### config.mk
export PLATFORM = sky130hd
export DESIGN_NAME = spi_subsystem
export DESIGN_NICKNAME = d
export VERILOG_FILES = /design/src/hw/spi_pkg.sv /design/src/hw/spi_subsystem.sv /design/src/hw/byte_fifo.sv /design/src/hw/register_bank.sv /design/src/hw/subperipheral_router.sv /design/src/hw/spi_peripheral.sv
export SDC_FILE = /design/constraint.sdc
export NUM_CORES = 1
export LEC_CHECK = 0
export BUFFER_PORTS_ARGS = -buffer_cell sky130_fd_sc_hd__buf_2
export CELL_PAD_IN_SITES_DETAIL_PLACEMENT = 2
export CELL_PAD_IN_SITES_GLOBAL_PLACEMENT = 2
export CORE_AREA = 2 2 139 141
export CTS_CLUSTER_DIAMETER = 120
export DETAILED_ROUTE_END_ITERATION = 16
export DIE_AREA = 0 0 141 143
export GPL_ROUTABILITY_DRIVEN = 0
export PLACE_DENSITY_LB_ADDON = 0.3
export SETUP_SLACK_MARGIN = 0.3
export SYNTH_ARGS = -nofsm -noshare
export SYNTH_HDL_FRONTEND = slang
export SYNTH_SLANG_ARGS = --single-unit
### constraint.sdc
create_clock -name system_clock -period 7.91 [get_ports system_clock]
set_input_delay 1.1865 -clock system_clock [delete_from_list [all_inputs] [get_ports system_clock]]
set_output_delay 1.1865 -clock system_clock [all_outputs]
set_load 0.05 [all_outputs]
### src/hw/spi_pkg.sv
// Shared definitions for the SPI bridge
// Byte and FIFO widths, subperipheral address map and identity constant
// Request and response structs, SPI phase and target select enums

`default_nettype none

package spi_pkg;

    // Word and FIFO sizing
    localparam int byte_width = 8;
    localparam int fifo_depth = 16;
    localparam int fifo_count_width = 5;
    localparam int fifo_pointer_width = $clog2(fifo_depth);

    // Scratch register bank sizing
    localparam int scratch_count = 4;
    localparam int scratch_index_width = $clog2(scratch_count);

    // Subperipheral address map
    localparam logic [byte_width-1:0] addr_identity = 8'h00;
    localparam logic [byte_width-1:0] addr_scratch_base = 8'h01;
    localparam logic [byte_width-1:0] addr_scratch_last =
        addr_scratch_base + byte_width'(scratch_count - 1);
    localparam logic [byte_width-1:0] addr_fifo_push = 8'h30;
    localparam logic [byte_width-1:0] addr_fifo_pop = 8'h31;
    localparam logic [byte_width-1:0] addr_fifo_count = 8'h32;

    // Constant returned at the identity address
    localparam logic [byte_width-1:0] identity_value = 8'h81;

    // Where the peripheral is within a transaction
    typedef enum logic [1:0] {
        phase_idle,
        phase_address,
        phase_data
    } spi_phase_t;

    // Which subperipheral the current address targets
    typedef enum logic [1:0] {
        select_none,
        select_registers,
        select_fifo
    } subperipheral_select_t;

    // Address is a level for the whole transaction, data_valid a single-clock strobe
    typedef struct packed {
        logic [byte_width-1:0] address;
        logic                  address_valid;
        logic [byte_width-1:0] data;
        logic                  data_valid;
    } spi_request_t;

    // Byte to shift out on MISO
    typedef struct packed {
        logic [byte_width-1:0] read_data;
    } spi_response_t;

endpackage

`default_nettype wire
### src/hw/spi_subsystem.sv
// SPI bridge top level
// SPI peripheral, address router, register bank and byte FIFO

`default_nettype none

module spi_subsystem import spi_pkg::*; (
    input  wire logic system_clock,
    input  wire logic arst_n,
    input  wire logic spi_select,
    input  wire logic spi_clock,
    input  wire logic spi_data_in,
    output logic      spi_data_out
);

    // Peripheral side
    spi_request_t  request;
    spi_response_t response;

    // Target side
    spi_request_t          register_request;
    spi_request_t          fifo_request;
    logic                  fifo_pop;
    logic [byte_width-1:0] register_read;
    logic [byte_width-1:0] fifo_read;

    spi_peripheral spi_peripheral_i (
        .system_clock (system_clock),
        .arst_n       (arst_n),
        .spi_select   (spi_select),
        .spi_clock    (spi_clock),
        .spi_data_in  (spi_data_in),
        .spi_data_out (spi_data_out),
        .request      (request),
        .response     (response)
    );

    subperipheral_router subperipheral_router_i (
        .system_clock     (system_clock),
        .arst_n           (arst_n),
        .request          (request),
        .response         (response),
        .register_request (register_request),
        .register_read    (register_read),
        .fifo_request     (fifo_request),
        .fifo_pop         (fifo_pop),
        .fifo_read        (fifo_read)
    );

    register_bank register_bank_i (
        .system_clock (system_clock),
        .arst_n       (arst_n),
        .request      (register_request),
        .read_data    (register_read)
    );

    byte_fifo byte_fifo_i (
        .system_clock (system_clock),
        .arst_n       (arst_n),
        .request      (fifo_request),
        .pop          (fifo_pop),
        .read_data    (fifo_read)
    );

endmodule

`default_nettype wire

### src/hw/byte_fifo.sv
// FIFO subperipheral
// 16-entry circular byte buffer with read and write pointers
// Push and pop addresses plus a count readback address

`default_nettype none

module byte_fifo import spi_pkg::*; (
    input  wire logic         system_clock,
    input  wire logic         arst_n,
    input  wire spi_request_t request,
    input  wire logic         pop,
    output logic [byte_width-1:0] read_data
);

    logic [byte_width-1:0]         storage [fifo_depth];
    logic [fifo_pointer_width-1:0] write_pointer;
    logic [fifo_pointer_width-1:0] read_pointer;
    logic [fifo_count_width-1:0]   count;

    logic full;
    logic empty;
    logic do_push;
    logic do_pop;

    assign full  = (count == fifo_count_width'(fifo_depth));
    assign empty = (count == '0);

    // Overflowing pushes and underflowing pops are dropped
    assign do_push = request.data_valid && (request.address == addr_fifo_push) && !full;
    assign do_pop  = pop && !empty;

    // Data array
    always_ff @(posedge system_clock) begin
        if (do_push) begin
            storage[write_pointer] <= request.data;
        end
    end

    // Pointers wrap naturally at the power-of-two depth
    always_ff @(posedge system_clock or negedge arst_n) begin
        if (!arst_n) begin
            write_pointer <= '0;
            read_pointer  <= '0;
            count         <= '0;
        end else begin
            if (do_push) begin
                write_pointer <= write_pointer + 1'b1;
            end
            if (do_pop) begin
                read_pointer <= read_pointer + 1'b1;
            end
            case ({do_push, do_pop})
                2'b10:   count <= count + 1'b1;
                2'b01:   count <= count - 1'b1;
                default: count <= count;
            endcase
        end
    end

    // Head byte at the pop address, zero when empty
    always_comb begin
        case (request.address)
            addr_fifo_pop:   read_data = empty ? '0 : storage[read_pointer];
            addr_fifo_count: read_data = byte_width'(count);
            default:         read_data = '0;
        endcase
    end

endmodule

`default_nettype wire

### src/hw/register_bank.sv
// Register subperipheral
// Read-only identity byte at address 0
// Four writable scratch bytes above it

`default_nettype none

module register_bank import spi_pkg::*; (
    input  wire logic         system_clock,
    input  wire logic         arst_n,
    input  wire spi_request_t request,
    output logic [byte_width-1:0] read_data
);

    logic [byte_width-1:0]          scratch [scratch_count];
    logic                           scratch_hit;
    logic [scratch_index_width-1:0] scratch_index;

    // Scratch window check and offset into the array
    assign scratch_hit = (request.address >= addr_scratch_base) &&
                         (request.address <= addr_scratch_last);
    assign scratch_index = scratch_index_width'(request.address - addr_scratch_base);

    // Writes land on the data strobe
    always_ff @(posedge system_clock or negedge arst_n) begin
        if (!arst_n) begin
            for (int i = 0; i < scratch_count; i++) begin
                scratch[i] <= '0;
            end
        end else if (request.data_valid && scratch_hit) begin
            scratch[scratch_index] <= request.data;
        end
    end

    // Combinational readback of the addressed byte
    always_comb begin
        if (request.address == addr_identity) begin
            read_data = identity_value;
        end else if (scratch_hit) begin
            read_data = scratch[scratch_index];
        end else begin
            read_data = '0;
        end
    end

endmodule

`default_nettype wire

### src/hw/subperipheral_router.sv
// Address decode and steering between the SPI peripheral and its targets
// Registered target select, per-target data strobes, FIFO pop strobe
// Read data multiplexer back to the peripheral

`default_nettype none

module subperipheral_router import spi_pkg::*; (
    input  wire logic                  system_clock,
    input  wire logic                  arst_n,
    input  wire spi_request_t          request,
    output spi_response_t              response,
    output spi_request_t               register_request,
    input  wire logic [byte_width-1:0] register_read,
    output spi_request_t               fifo_request,
    output logic                       fifo_pop,
    input  wire logic [byte_width-1:0] fifo_read
);

    subperipheral_select_t decoded_select;
    subperipheral_select_t target;

    // Address map decode
    always_comb begin
        if (request.address >= addr_identity && request.address <= addr_scratch_last) begin
            decoded_select = select_registers;
        end else if (request.address >= addr_fifo_push && request.address <= addr_fifo_count) begin
            decoded_select = select_fifo;
        end else begin
            decoded_select = select_none;
        end
    end

    // Follows the decode while the address is valid, idle between transactions
    always_ff @(posedge system_clock or negedge arst_n) begin
        if (!arst_n) begin
            target <= select_none;
        end else if (request.address_valid) begin
            target <= decoded_select;
        end else begin
            target <= select_none;
        end
    end

    // Each target sees the request but only its own data strobe
    always_comb begin
        register_request            = request;
        register_request.data_valid = request.data_valid && (target == select_registers);
        fifo_request                = request;
        fifo_request.data_valid     = request.data_valid && (target == select_fifo);
    end

    assign fifo_pop = fifo_request.data_valid && (request.address == addr_fifo_pop);

    // Unmapped addresses read as zero
    always_comb begin
        case (target)
            select_registers: response.read_data = register_read;
            select_fifo:      response.read_data = fifo_read;
            default:          response.read_data = '0;
        endcase
    end

endmodule

`default_nettype wire

### src/hw/spi_peripheral.sv
// SPI mode 0 slave front end
// Two-flop pin synchronizers and SPI clock edge detection
// Address and data byte assembly with a 15-to-0 bit index
// MISO shift register loaded from the subperipheral response

`default_nettype none

module spi_peripheral import spi_pkg::*; (
    input  wire logic          system_clock,
    input  wire logic          arst_n,
    input  wire logic          spi_select,
    input  wire logic          spi_clock,
    input  wire logic          spi_data_in,
    output logic               spi_data_out,
    output spi_request_t       request,
    input  wire spi_response_t response
);

    // First and second synchronizer stages
    logic meta_select;
    logic meta_clock;
    logic meta_data;
    logic stable_select;
    logic stable_clock;
    logic stable_data;
    logic last_clock;

    logic spi_rise;
    logic spi_fall;

    spi_phase_t phase;
    // 15..8 while receiving the address, then 7..0 for each data byte
    logic [3:0] bit_index;

    logic [byte_width-1:0] address_shift;
    logic [byte_width-1:0] data_shift;
    logic                  address_valid;
    logic                  data_valid;
    logic                  address_valid_q;
    logic                  capture_pending;
    logic [byte_width-1:0] miso_shift;

    // Select idles high so it resets to the inactive level
    always_ff @(posedge system_clock or negedge arst_n) begin
        if (!arst_n) begin
            meta_select   <= 1'b1;
            meta_clock    <= 1'b0;
            meta_data     <= 1'b0;
            stable_select <= 1'b1;
            stable_clock  <= 1'b0;
            stable_data   <= 1'b0;
            last_clock    <= 1'b0;
        end else begin
            meta_select   <= spi_select;
            meta_clock    <= spi_clock;
            meta_data     <= spi_data_in;
            stable_select <= meta_select;
            stable_clock  <= meta_clock;
            stable_data   <= meta_data;
            last_clock    <= stable_clock;
        end
    end

    // SPI clock edges as seen after synchronization
    assign spi_rise = stable_clock & ~last_clock;
    assign spi_fall = ~stable_clock & last_clock;

    // Phase, bit index and the valid flags
    always_ff @(posedge system_clock or negedge arst_n) begin
        if (!arst_n) begin
            phase         <= phase_idle;
            bit_index     <= 4'd15;
            address_valid <= 1'b0;
            data_valid    <= 1'b0;
        end else if (stable_select) begin
            // Select high aborts any partial byte
            phase         <= phase_idle;
            bit_index     <= 4'd15;
            address_valid <= 1'b0;
            data_valid    <= 1'b0;
        end else begin
            data_valid <= 1'b0;
            if (phase == phase_idle) begin
                phase <= phase_address;
            end
            if (spi_rise) begin
                if (phase == phase_data) begin
                    if (bit_index == 4'd0) begin
                        data_valid <= 1'b1;
                    end
                end else if (bit_index == 4'd8) begin
                    // Address complete, everything after is data
                    address_valid <= 1'b1;
                    phase         <= phase_data;
                end
                // Roll back to 7 so data bytes repeat
                bit_index <= (bit_index == 4'd0) ? 4'd7 : bit_index - 4'd1;
            end
        end
    end

    // Byte assembly, MSB first
    // Address bits 15..8 map onto address[7:0] through the low index bits
    always_ff @(posedge system_clock) begin
        if (!stable_select && spi_rise) begin
            if (phase == phase_data) begin
                data_shift[bit_index[2:0]] <= stable_data;
            end else begin
                address_shift[bit_index[2:0]] <= stable_data;
            end
        end
    end

    // Response capture and MISO shifting
    always_ff @(posedge system_clock or negedge arst_n) begin
        if (!arst_n) begin
            address_valid_q <= 1'b0;
            capture_pending <= 1'b0;
            miso_shift      <= '0;
        end else if (stable_select) begin
            address_valid_q <= 1'b0;
            capture_pending <= 1'b0;
            miso_shift      <= '0;
        end else begin
            address_valid_q <= address_valid;
            // One clock after the address arrives or a data byte is handed over
            capture_pending <= (address_valid & ~address_valid_q) | data_valid;
            if (capture_pending) begin
                miso_shift <= response.read_data;
            end else if (spi_fall && bit_index != 4'd7) begin
                // Falling edge after a byte's last bit keeps the freshly loaded MSB
                miso_shift <= {miso_shift[byte_width-2:0], 1'b0};
            end
        end
    end

    assign spi_data_out = miso_shift[byte_width-1] & ~spi_select;

    assign request.address       = address_shift;
    assign request.address_valid = address_valid;
    assign request.data          = data_shift;
    assign request.data_valid    = data_valid;

endmodule

`default_nettype wire

# --- Word level (Yosys, flattened, before mapping) ---
# Memories as Yosys holds them, arrays and structs flattened.
# Index checks and enable logic that the tools add are counted.
totals:
  register_bits: 88
  ram_bits: 128
  input_bits: 5
  output_inout_bits: 1
  wordCells: 133
  mem_count: 1
op_classes:
  addsub: 6
  order_cmp: 9
  eq_ne: 12
  n_mux: 42
  n_bitwise: 11
  n_reduce_logical: 28
mem_list:
  columns: ["name", "depth", "word_bits", "read_ports", "rd_clocked_by_memory_dff", "wr", "line_no", "rtl"]
  rows:
  - ["byte_fifo_i.storage", 16, 8, 1, 0, 1, "byte_fifo.sv:15", "logic [byte_width-1:0] storage [fifo_depth];"]
ops:
  columns: ["operator", "n"]
  rows:
  - ["8-bit two-way mux", 9]
  - ["32-bit bitwise mux", 1]
  - ["8-bit case mux with 2 select lines", 2]
  - ["8-bit by 6-bit == test with 1-bit output (second input constant)", 3]
  - ["8-bit binary-select mux with 2-bit select", 1]
  - ["8-bit bitwise mux", 2]
  - ["8-bit demux with 2-bit select", 1]
  - ["8-bit by 1-bit greater-or-equal comparator with 1-bit output (second input constant)", 2]
  - ["2-bit two-way mux", 8]
  - ["1-bit logical AND", 14]
  - ["1-bit two-way mux", 13]
  - ["4-bit two-way mux", 3]
  - ["5-bit case mux with 2 select lines", 1]
  - ["4-bit by 1-bit adder with 4-bit output (second input constant)", 2]
  - ["8-bit by 6-bit greater-or-equal comparator with 1-bit output (second input constant)", 1]
  - ["8-bit by 3-bit less-or-equal comparator with 1-bit output (second input constant)", 1]
  - ["8-bit by 6-bit less-or-equal comparator with 1-bit output (second input constant)", 1]
  - ["8-bit logical NOT", 1]
  - ["2-bit == test (second input constant)", 3]
  - ["2-bit nonzero test", 3]
  - ["5-bit by 1-bit adder with 5-bit output (second input constant)", 1]
  - ["5-bit == test (second input constant)", 1]
  - ["5-bit logical NOT", 1]
  - ["1-bit inverter", 5]
  - ["21 further kinds", 28]

# --- Logic depth before layout (Yosys ltp) ---
# Gate-level depths: netlist of the first run.
depth:
  depth_word: 10
  ltp_mapped: 15
  mapped_depth_nobuf: 14

# --- Cells and area by module ---
# From an unflattened synthesis of the first run, not the netlist that was laid out.
unflattened:
  cells_unflattened: 635
  hier_area_um2: 9878.2
by_module_without_submodules:
  columns: ["module", "n_inst", "cells_per_inst", "area_per_inst_um2", "seq_area_each_um2"]
  rows:
  - ["byte_fifo", 1, 311, 5938.2, 4169.0]
  - ["spi_peripheral", 1, 147, 1725.4, 1113.6]
  - ["register_bank", 1, 109, 1680.4, 800.8]
  - ["subperipheral_router", 1, 68, 534.3, 50.0]

# --- Worst setup path after synthesis of the first run ---
# OpenSTA, ideal clock, no wires.
synth_path:
  path_kind: "input -> output"
  from: "input port spi_select"
  to: "output port spi_data_out"
  arrival_time_ps: 1876
  required_ps: 6724
  setup_slack_ps: 4848
  stages: 1
  n_path_buf: 0
  path_cell_list: "nor2b_1"
synth_between:
  elab_chain_len: 2
synth_rtl:
  columns: ["item", "line_no", "rtl"]
  rows:
  - ["start, declared", "spi_subsystem.sv:9", "input wire logic spi_select,"]
  - ["1-bit inverter", "spi_peripheral.sv:137", "assign spi_data_out = miso_shift[byte_width-1] & ~spi_select;"]
  - ["1-bit AND", "spi_peripheral.sv:137", null]
  - ["end, declared", "spi_subsystem.sv:12", "output logic spi_data_out"]
# Every way passes these cells.

# --- Worst setup path in the final report of the first run ---
layout_path:
  from: "register spi_peripheral_i.address_shift[0]"
  to: "register byte_fifo_i.count[4]"
layout_between:
  elab_chain_len: 5
  elab_cells_between_ends: 10
  cone_classes: "4 x eq/ne; 1 x mux; 5 x reduce/logical"
layout_rtl:
  columns: ["item", "line_no", "rtl"]
  rows:
  - ["start, declared", "spi_peripheral.sv:35", "logic [byte_width-1:0] address_shift;"]
  - ["start signal, assigned by index", "spi_peripheral.sv:109", "address_shift[bit_index[2:0]] <= stable_data;"]
  - ["8-bit by 6-bit == test with 1-bit output (on tied branches)", "subperipheral_router.sv:52, byte_fifo.sv:29", null]
  - ["1-bit logical AND (on tied branches)", "subperipheral_router.sv:52, byte_fifo.sv:29", null]
  - ["1-bit logical AND (on tied branches)", "byte_fifo.sv:30, byte_fifo.sv:29", null]
  - ["2-bit by 1-bit == test with 1-bit output / 2-bit == test (equally long branches)", "byte_fifo.sv:52", "case ({do_push, do_pop})"]
  - ["5-bit case mux with 2 select lines / 2-bit nonzero test (equally long branches)", null, null]
  - ["end signal, assigned", "byte_fifo.sv:53", "2'b10: count <= count + 1'b1;"]
  - ["end signal, assigned", "byte_fifo.sv:54", "2'b01: count <= count - 1'b1;"]
  - ["end signal, assigned", "byte_fifo.sv:55", "default: count <= count;"]
  - ["end, declared", "byte_fifo.sv:18", "logic [fifo_count_width-1:0] count;"]
# Parallel ways exist; a longest one is shown, timed or not.
# A chain may end at the register's enable or synchronous reset.

==> results of run 1 <==
-- where the power goes --
| part | internal [uW] | switching [uW] | total (uW) | leakage (uW) |
|---|---|---|---|---|
| Combinational | 5.99 | 16.4 | 22.4 | 0.00114 |
| Clock | 693 | 465 | 1160 | 0.000411 |
| Sequential | 1200 | 5.94 | 1210 | 0.00227 |
-- final cells by class --
class / instances / area share (%)
clock buffer: 31 / 6.74
clock inverter: 13 / 1.28
inverter: 37 / 1.34
multi-input combinational: 282 / 27.8
sequential: 216 / 59.1
tap: 234 / 2.82
timing repair buffer: 14 / 0.916
-- path summary, 6_finish.rpt --
kind	from	endpoint	slack (ps)	depth (start not counted)
max reg2reg	spi_peripheral_i.address_shift[0]$_DFFE_PP_	byte_fifo_i.count[4]$_DFFE_PN0P_	4210	12
min	spi_peripheral_i.meta_data$_DFF_PN0_	spi_peripheral_i.stable_data$_DFF_PN0_	360	0
min in group asynchronous	arst_n	byte_fifo_i.read_pointer[3]$_DFFE_PN0P_	780	1
max	spi_peripheral_i.address_shift[0]$_DFFE_PP_	byte_fifo_i.count[4]$_DFFE_PN0P_	4210	12
min reg2reg	spi_peripheral_i.meta_data$_DFF_PN0_	spi_peripheral_i.stable_data$_DFF_PN0_	360	0
max in group asynchronous	arst_n	register_bank_i.scratch[27]$_DFFE_PN0P_	6480	1
-- critical path, delay by kind of cell (launching register included) --
kind | cells | cell delay (ps)
AOI/OAI and AO/OA | 1 | 130
xor gates and xnor gates | 1 | 160
adders and majority gates | 3 | 1060
buffers and inverters | 3 | 510
DFF | 1 | 820
and+or+nand+nor | 4 | 930
-- cells in the mapped netlist, types with 2 or more instances --
cell      number
mux4_2        43
xnor2_1        8
nor3_1         9
nand3b_1       2
nand4_1        2
a22oi_1        7
nand2_1       20
nor2_1        23
ha_1          17
mux4_1         5
nor2b_1        6
nor3b_1        3
o21ai_0       14
dfrtp_1       66
buf_2          7
clkbuf_1      16
xor2_1         4
nand3_1        5
a21oi_1       14
mux2_2        35
nand2b_1       6
inv_1         36
dfstp_2        6
or4_1          3
edfxtp_1     144
and2_1        10
maj3_1         2
and3_1         5
a21o_1         5
or3_1          3
mux2i_1        5
nor4_1         6
a31oi_1        3
-- metal layers --
layer  up-vias  global-route usage [%]  routed length [um]
li1       2161                       -                   -
met1      2762                    36.5               11100
met2       119                    45.8               13100
met3        60                    4.66                1080
met4         0                    10.3                1110
met5         -                       0                   0
-- registers in the layout, indices dropped and copies added, names as in the netlist, 2 cells and up --
| name | flops |
|---|---|
| byte_fifo_i.storage | 128 |
| spi_peripheral_i.address_shift | 8 |
| spi_peripheral_i.miso_shift | 8 |
| byte_fifo_i.read_pointer | 4 |
| spi_peripheral_i.data_shift | 8 |
| subperipheral_router_i.target | 2 |
| byte_fifo_i.count | 5 |
| spi_peripheral_i.phase | 2 |
| byte_fifo_i.write_pointer | 4 |
| register_bank_i.scratch | 32 |
| spi_peripheral_i.bit_index | 4 |
-- kinds of logic after synthesis --
| kind of cell | Yosys count | share of synthesized area, % |
|---|---|---|
| AOI/OAI and AO/OA | 53 | 4.07 |
| xor gates and xnor gates | 12 | 1.14 |
| adders and majority gates | 20 | 2.73 |
| buffers and inverters | 61 | 2.65 |
| DFF | 216 | 66.4 |
| muxes | 88 | 16.7 |
| and+or+nand+nor | 109 | 6.35 |
-- through the flow --
stage	utilization, %	std cells
finish	55.8	827
global route	55.8	827
CTS	55.8	827
detailed placement	51.4	783
global placement	51.4	783
floorplan	-	559
==> key figures, run 1 <==
Status
  • Status: complete, no violations

Layout
  • FILL cells: 1592
  • Most frequent cells in the layout: edfxtp_1 (144), dfrtp_1 (66), mux4_2 (43)
  • Layout net count: 598
  • Ant diodes: 0
  • Area Growth Syn to Fin: 12.2%
  • Final Instance Area: around 10000 um^2
  • Most common cell after layout, fill and taps aside: edfxtp_1
  • Share of layout cells above drive strength 1: 24.8%
  • Sequential Area: between 6000 and 7000 um^2
  • Area of the multi-input gates: 2880 um^2

Power and ir drop
  • PwrDens: approximately 230 nW/um^2
  • Pleak: 0.00381 uW
  • Total Power: 2390 uW
  • Peak VDD IR: about 190 uV

STA
  • Fin crit share: a little under half
  • Min cycle time layout: roughly 3700 ps
  • Slew margin rel.: between 7 and 8%
  • RSZ-0062 raised after global routing: false
  • Count of pins over their slew limit: 0
  • Hold Vio Cnt, Final: 0
  • Worst hold slack: about 360 ps
  • Setup Skew: ~10 ps
  • Worst-Margin Slew: between 1000 and 1500 ps
  • Setup WS post-layout: 4210 ps
  • Setup TNS Final: 0 ps
  • Final setup violation count: 0
  • Highest clock rate: roughly 270 MHz

Critical path
  • Crit-path max FO: 12
  • Worst-path cell chain: inv_1 -> ha_1 -> and4_1 -> inv_2 -> ha_1 -> inv_1 -> fa_1 -> nor2b_1 -> o21ai_0 -> and3_1 -> nor3_1 -> xor2_1
  • CP max stage delay: slightly above 800 ps
  • Required time of the critical path: about 8400 ps
  • CP Class: flop to flop
  • CP endpoint kind: flop
  • Cell with the largest stage delay on the worst path: edfxtp_1
  • Kind of start point of the critical path: flop
  • Arrival time at the worst endpoint: 4150 ps

Routing
  • DRC viols: 0
  • Post-DR wirelength/cell: between 30 and 40 um
  • ANT nets after route: 0
  • Vias: between 5000 and 6000
  • Drt total wl: ~26000 um
  • DRT iter0 DRCs: 413
  • DR pass1 iterations: 4
  • Vias per cell: 6.17

GRT
  • Initial antenna violation count: 0
  • Gr ovfl total: 0
  • Largest net degree at the start of global routing: 73
  • GRT Util Overall: approximately 27%
  • First-pass GRT wire length: between 30000 and 40000 um
  • Vias in the first global route: 5721

Place
  • Port Buffers: 5
  • Pre-CTS worst setup slack: 4300 ps
  • Detail Placement HPWL: 17500 um
  • Cell area after placement: roughly 9500 um^2

Min path
  • Hold/Removal Path Class: flop to flop

CTS
  • Hold_buf cts: 0
  • Setup bufs post-CTS: 0
  • H-tree Lvls: 1
  • Clk root buf: clkbuf_16
  • Clock sink total: 216
  • Resize count post-CTS: 0
  • Num CTS Buffers: 24
  • Clock Pin Slew Worst Setup and Hold Paths: about 60 ps
  • CTS tree: built
  • CTS max path bufs: 3
  • Worst skew pair latency: ~530 ps

Synthesis
  • Most area-consuming cells after synthesis: edfxtp_1 (47%), dfrtp_1 (18%), mux4_2 (10%)
  • Post-synth EDFFs: 144
  • Syn Nets: between 500 and 600
  • Mean Syn Cell Area: around 17 um^2
  • Post-synth top area cell: edfxtp_1
  • Syn Std Cell Area: approximately 9000 um^2
  • #FFs+latches synth: about 220
  • Asr flop ratio synth: between 30% and 40%
  • Sequential fraction of the synthesis area: between 60% and 70%
  • Mapped Cells: approximately 560
  • Top FF cell, synth: edfxtp_1
  • Yosys warns: 0
  • Yosys top cell area share: between 40% and 50%
  • Number of library cell types mapped by synthesis: 52

Job
  • Max_cap viols: 0

Floorplan
  • Core area: approximately 19000 um^2
  • Die H: 143 um
  • # rows: 50
  • IO Count: 6
  • Die area: about 20000 um^2
  • Die X: between 100 and 150 um
  • Starting Density: 49.8%
Power figures use the tool's default switching activity.
==> run 2: changes to the inputs <==
--- a/config.mk
+++ b/config.mk
@@ -8,10 +8,10 @@
 export BUFFER_PORTS_ARGS = -buffer_cell sky130_fd_sc_hd__buf_2
 export CELL_PAD_IN_SITES_DETAIL_PLACEMENT = 2
 export CELL_PAD_IN_SITES_GLOBAL_PLACEMENT = 2
-export CORE_AREA = 2 2 139 141
+export CORE_AREA = 2 2 150 152
 export CTS_CLUSTER_DIAMETER = 120
 export DETAILED_ROUTE_END_ITERATION = 16
-export DIE_AREA = 0 0 141 143
+export DIE_AREA = 0 0 152 154
 export GPL_ROUTABILITY_DRIVEN = 0
 export PLACE_DENSITY_LB_ADDON = 0.3
 export SETUP_SLACK_MARGIN = 0.3
==> constraint.sdc (replaced) <==
create_clock -name system_clock -period 3.29 [get_ports system_clock]
set_input_delay 0.4935 -clock system_clock [delete_from_list [all_inputs] [get_ports system_clock]]
set_output_delay 0.4935 -clock system_clock [all_outputs]
set_load 0.05 [all_outputs]
==> key figures, run 2 (synthesized netlist as in run 1, its figures left out) <==
Floorplan
  • Die area: 23400 um^2 (+16%)
  • Core area: 21700 um^2 (+17%)
  • Die H: 154 um (+7.7%)
  • Starting Density: 42.6% (-7.1 points)
  • Die X: 152 um (+7.8%)
  • # rows: 54 (+8.0%)
  • IO Count: 6 (unchanged)

Critical path
  • Worst setup path end: byte_fifo_i.storage[9][0]$_DFFE_PP_
  • CP endpoint kind: flop
  • Worst-path cell chain: inv_1 -> ha_1 -> and4_1 -> inv_4 -> nor3b_1 -> and2_1
  • R2R Path Start: spi_peripheral_i.address_shift[1]$_DFFE_PP_
  • Crit path launch: spi_peripheral_i.address_shift[1]$_DFFE_PP_
  • Kind of start point of the critical path: flop
  • Arrival time at the worst endpoint: 2950 ps (-1200 ps)
  • R2r worst-path depth: 6 (-6)
  • Required time of the critical path: 3430 ps (-4930 ps)
  • Cell with the largest stage delay on the worst path: and2_1
  • CP max stage delay: 710 ps (-110 ps)
  • FF-to-FF setup slack: 480 ps (-3730 ps)
  • Worst r2r dst: byte_fifo_i.storage[9][0]$_DFFE_PP_
  • CP Class: flop to flop
  • Crit-path max FO: 8 (-4)

STA
  • Worst-Margin Slew: 972 ps (-409 ps)
  • Min cycle time layout: 2810 ps (-887 ps)
  • Slew margin rel.: 35.2% (+28 points)
  • RSZ-0062 raised after global routing: false
  • Setup Skew: 10.2 ps (-0.128 ps)
  • Count of pins over their slew limit: 0 (unchanged)
  • Fin crit share: 85.5% (+39 points)
  • Final setup violation count: 0 (unchanged)
  • Highest clock rate: 355 MHz (+32%)
  • Worst hold slack: 84.9 ps (-272 ps)
  • Setup TNS Final: 0 ps (unchanged)
  • Hold Vio Cnt, Final: 0 (unchanged)

Power and ir drop
  • PwrDens: 535 nW/um^2 (+130%)
  • Pleak: 0.00386 uW (+1.4%)
  • Peak VDD IR: 449 uV (+140%)
  • Total Power: 5650 uW (+140%)

Routing
  • Vias: 5105 (+0.059%)
  • Vias per cell: 5.76 (-6.7%)
  • DR pass1 iterations: 4 (unchanged)
  • DRT iter0 DRCs: 366 (-11%)
  • Post-DR wirelength/cell: 27.8 um (-13%)
  • ANT nets after route: 0 (unchanged)
  • Drt total wl: 24600 um (-6.5%)
  • DRC viols: 0 (unchanged)

GRT
  • Busiest layer in global routing: met2
  • Vias in the first global route: 5723 (+0.035%)
  • Met3 Usage GRT: 2.48% (-2.2 points)
  • Largest net degree at the start of global routing: 73 (unchanged)
  • Gr ovfl total: 0 (unchanged)
  • First-pass GRT wire length: 38000 um (-3.4%)
  • GR Util met2: 37.6% (-8.2 points)
  • GRT Util Overall: 21.9% (-5.5 points)
  • Met1 Usage GRT: 30.1% (-6.4 points)
  • Initial antenna violation count: 0 (unchanged)

Layout
  • Most frequent cells in the layout: edfxtp_1 (144), dfrtp_1 (64), mux4_2 (43)
  • Final std cells w/o fill: 887 (+7.3%)
  • Reg with most FFs: byte_fifo_i.storage
  • Ant diodes: 0 (unchanged)
  • Finished Core Util: 48.7% (-7.1 points)
  • Layout net count: 612 (+2.3%)
  • Max FFs per register: 128 (unchanged)
  • Area Growth Syn to Fin: 14.3%
  • Largest registers: byte_fifo_i.storage (128), register_bank_i.scratch (32)
  • Share of layout cells above drive strength 1: 28.0% (+3.2 points)
  • Most common cell after layout, fill and taps aside: edfxtp_1

Min path
  • Hold/Removal Path Class: input pin to flop

Job
  • Max_cap viols: 0 (unchanged)

CTS
  • Clock sink total: 216 (unchanged)
  • Clk root buf: clkbuf_16
  • Num CTS Buffers: 24 (unchanged)
  • H-tree Lvls: 1 (unchanged)
  • Clock Pin Slew Worst Setup and Hold Paths: 60 ps (about the same)
  • Worst skew pair latency: 510 ps (-20 ps)
  • Hold_buf cts: 0 (unchanged)
  • CTS max path bufs: 3 (unchanged)
  • CTS tree: built

Place
  • # placed instances: 841 (+7.4%)
  • Port Buffers: 5 (unchanged)
  • Detail Placement HPWL: 16700 um (-4.2%)

Status
  • Status: complete, no violations
## run 2: area by class of cell
| type | instances | area [um^2] |
|---|---|---|
| Inverter | 37 | 141 |
| Tap cell | 280 | 350 |
| Clock inverter | 9 | 100 |
| Fill cell | 1950 | 11100 |
| Timing Repair Buffer | 28 | 213 |
| Sequential cell | 216 | 6140 |
| Clock buffer | 35 | 693 |
| Multi-Input combinational cell | 282 | 2930 |
## run 2: timing repair
| item | CTS | global route |
|---|---|---|
| hold endpoints to repair | 0 | 0 |
| setup buffers | 2 | 0 |
| setup endpoints to repair | 1 | 1 |
| gates resized for setup | 6 | 9 |
## run 2: worst max-delay path: cells and delay by family (launching register included)
family,cells,cell delay [ps]
adder cells (fa/ha/maj),1,350
flip-flops,1,450
AND/OR/NAND/NOR,3,1390
buffers and inverters,2,240
## run 2: worst min path at each step
stage	from	to	depth (start not counted)
after floorplan	arst_n	byte_fifo_i.count[0]$_DFFE_PN0P_	0
after global placement	spi_peripheral_i.meta_data$_DFF_PN0_	spi_peripheral_i.stable_data$_DFF_PN0_	0
after detailed placement	spi_peripheral_i.meta_clock$_DFF_PN0_	spi_peripheral_i.stable_clock$_DFF_PN0_	0
after CTS	spi_data_in	spi_peripheral_i.meta_data$_DFF_PN0_	1
after global routing	spi_data_in	spi_peripheral_i.meta_data$_DFF_PN0_	1
final	spi_data_in	spi_peripheral_i.meta_data$_DFF_PN0_	1
## run 2: metrics by stage
stage | instance area, um^2 | setup WS, ps
finish | 10600 | 476
global route | 10600 | 335
CTS | 10500 | 306
detailed placement | 9700 | 40.3
global placement | 9700 | 285
floorplan | 9240 | 376
## run 2: per-layer routing
metal	vias to the layer above	share of wire, %
li1	2194	-
met3	34	3.8
met2	107	51
met5	-	0
met1	2770	43
met4	0	1.9
## run 2: where the power goes
| group | switching, uW | internal [uW] | leakage, uW |
|---|---|---|---|
| combinational | 38.1 | 14.8 | 0.00121 |
| clock | 1080 | 1620 | 0.000388 |
| sequential | 13.1 | 2890 | 0.00226 |
| total | 1130 | 4520 | 0.00386 |
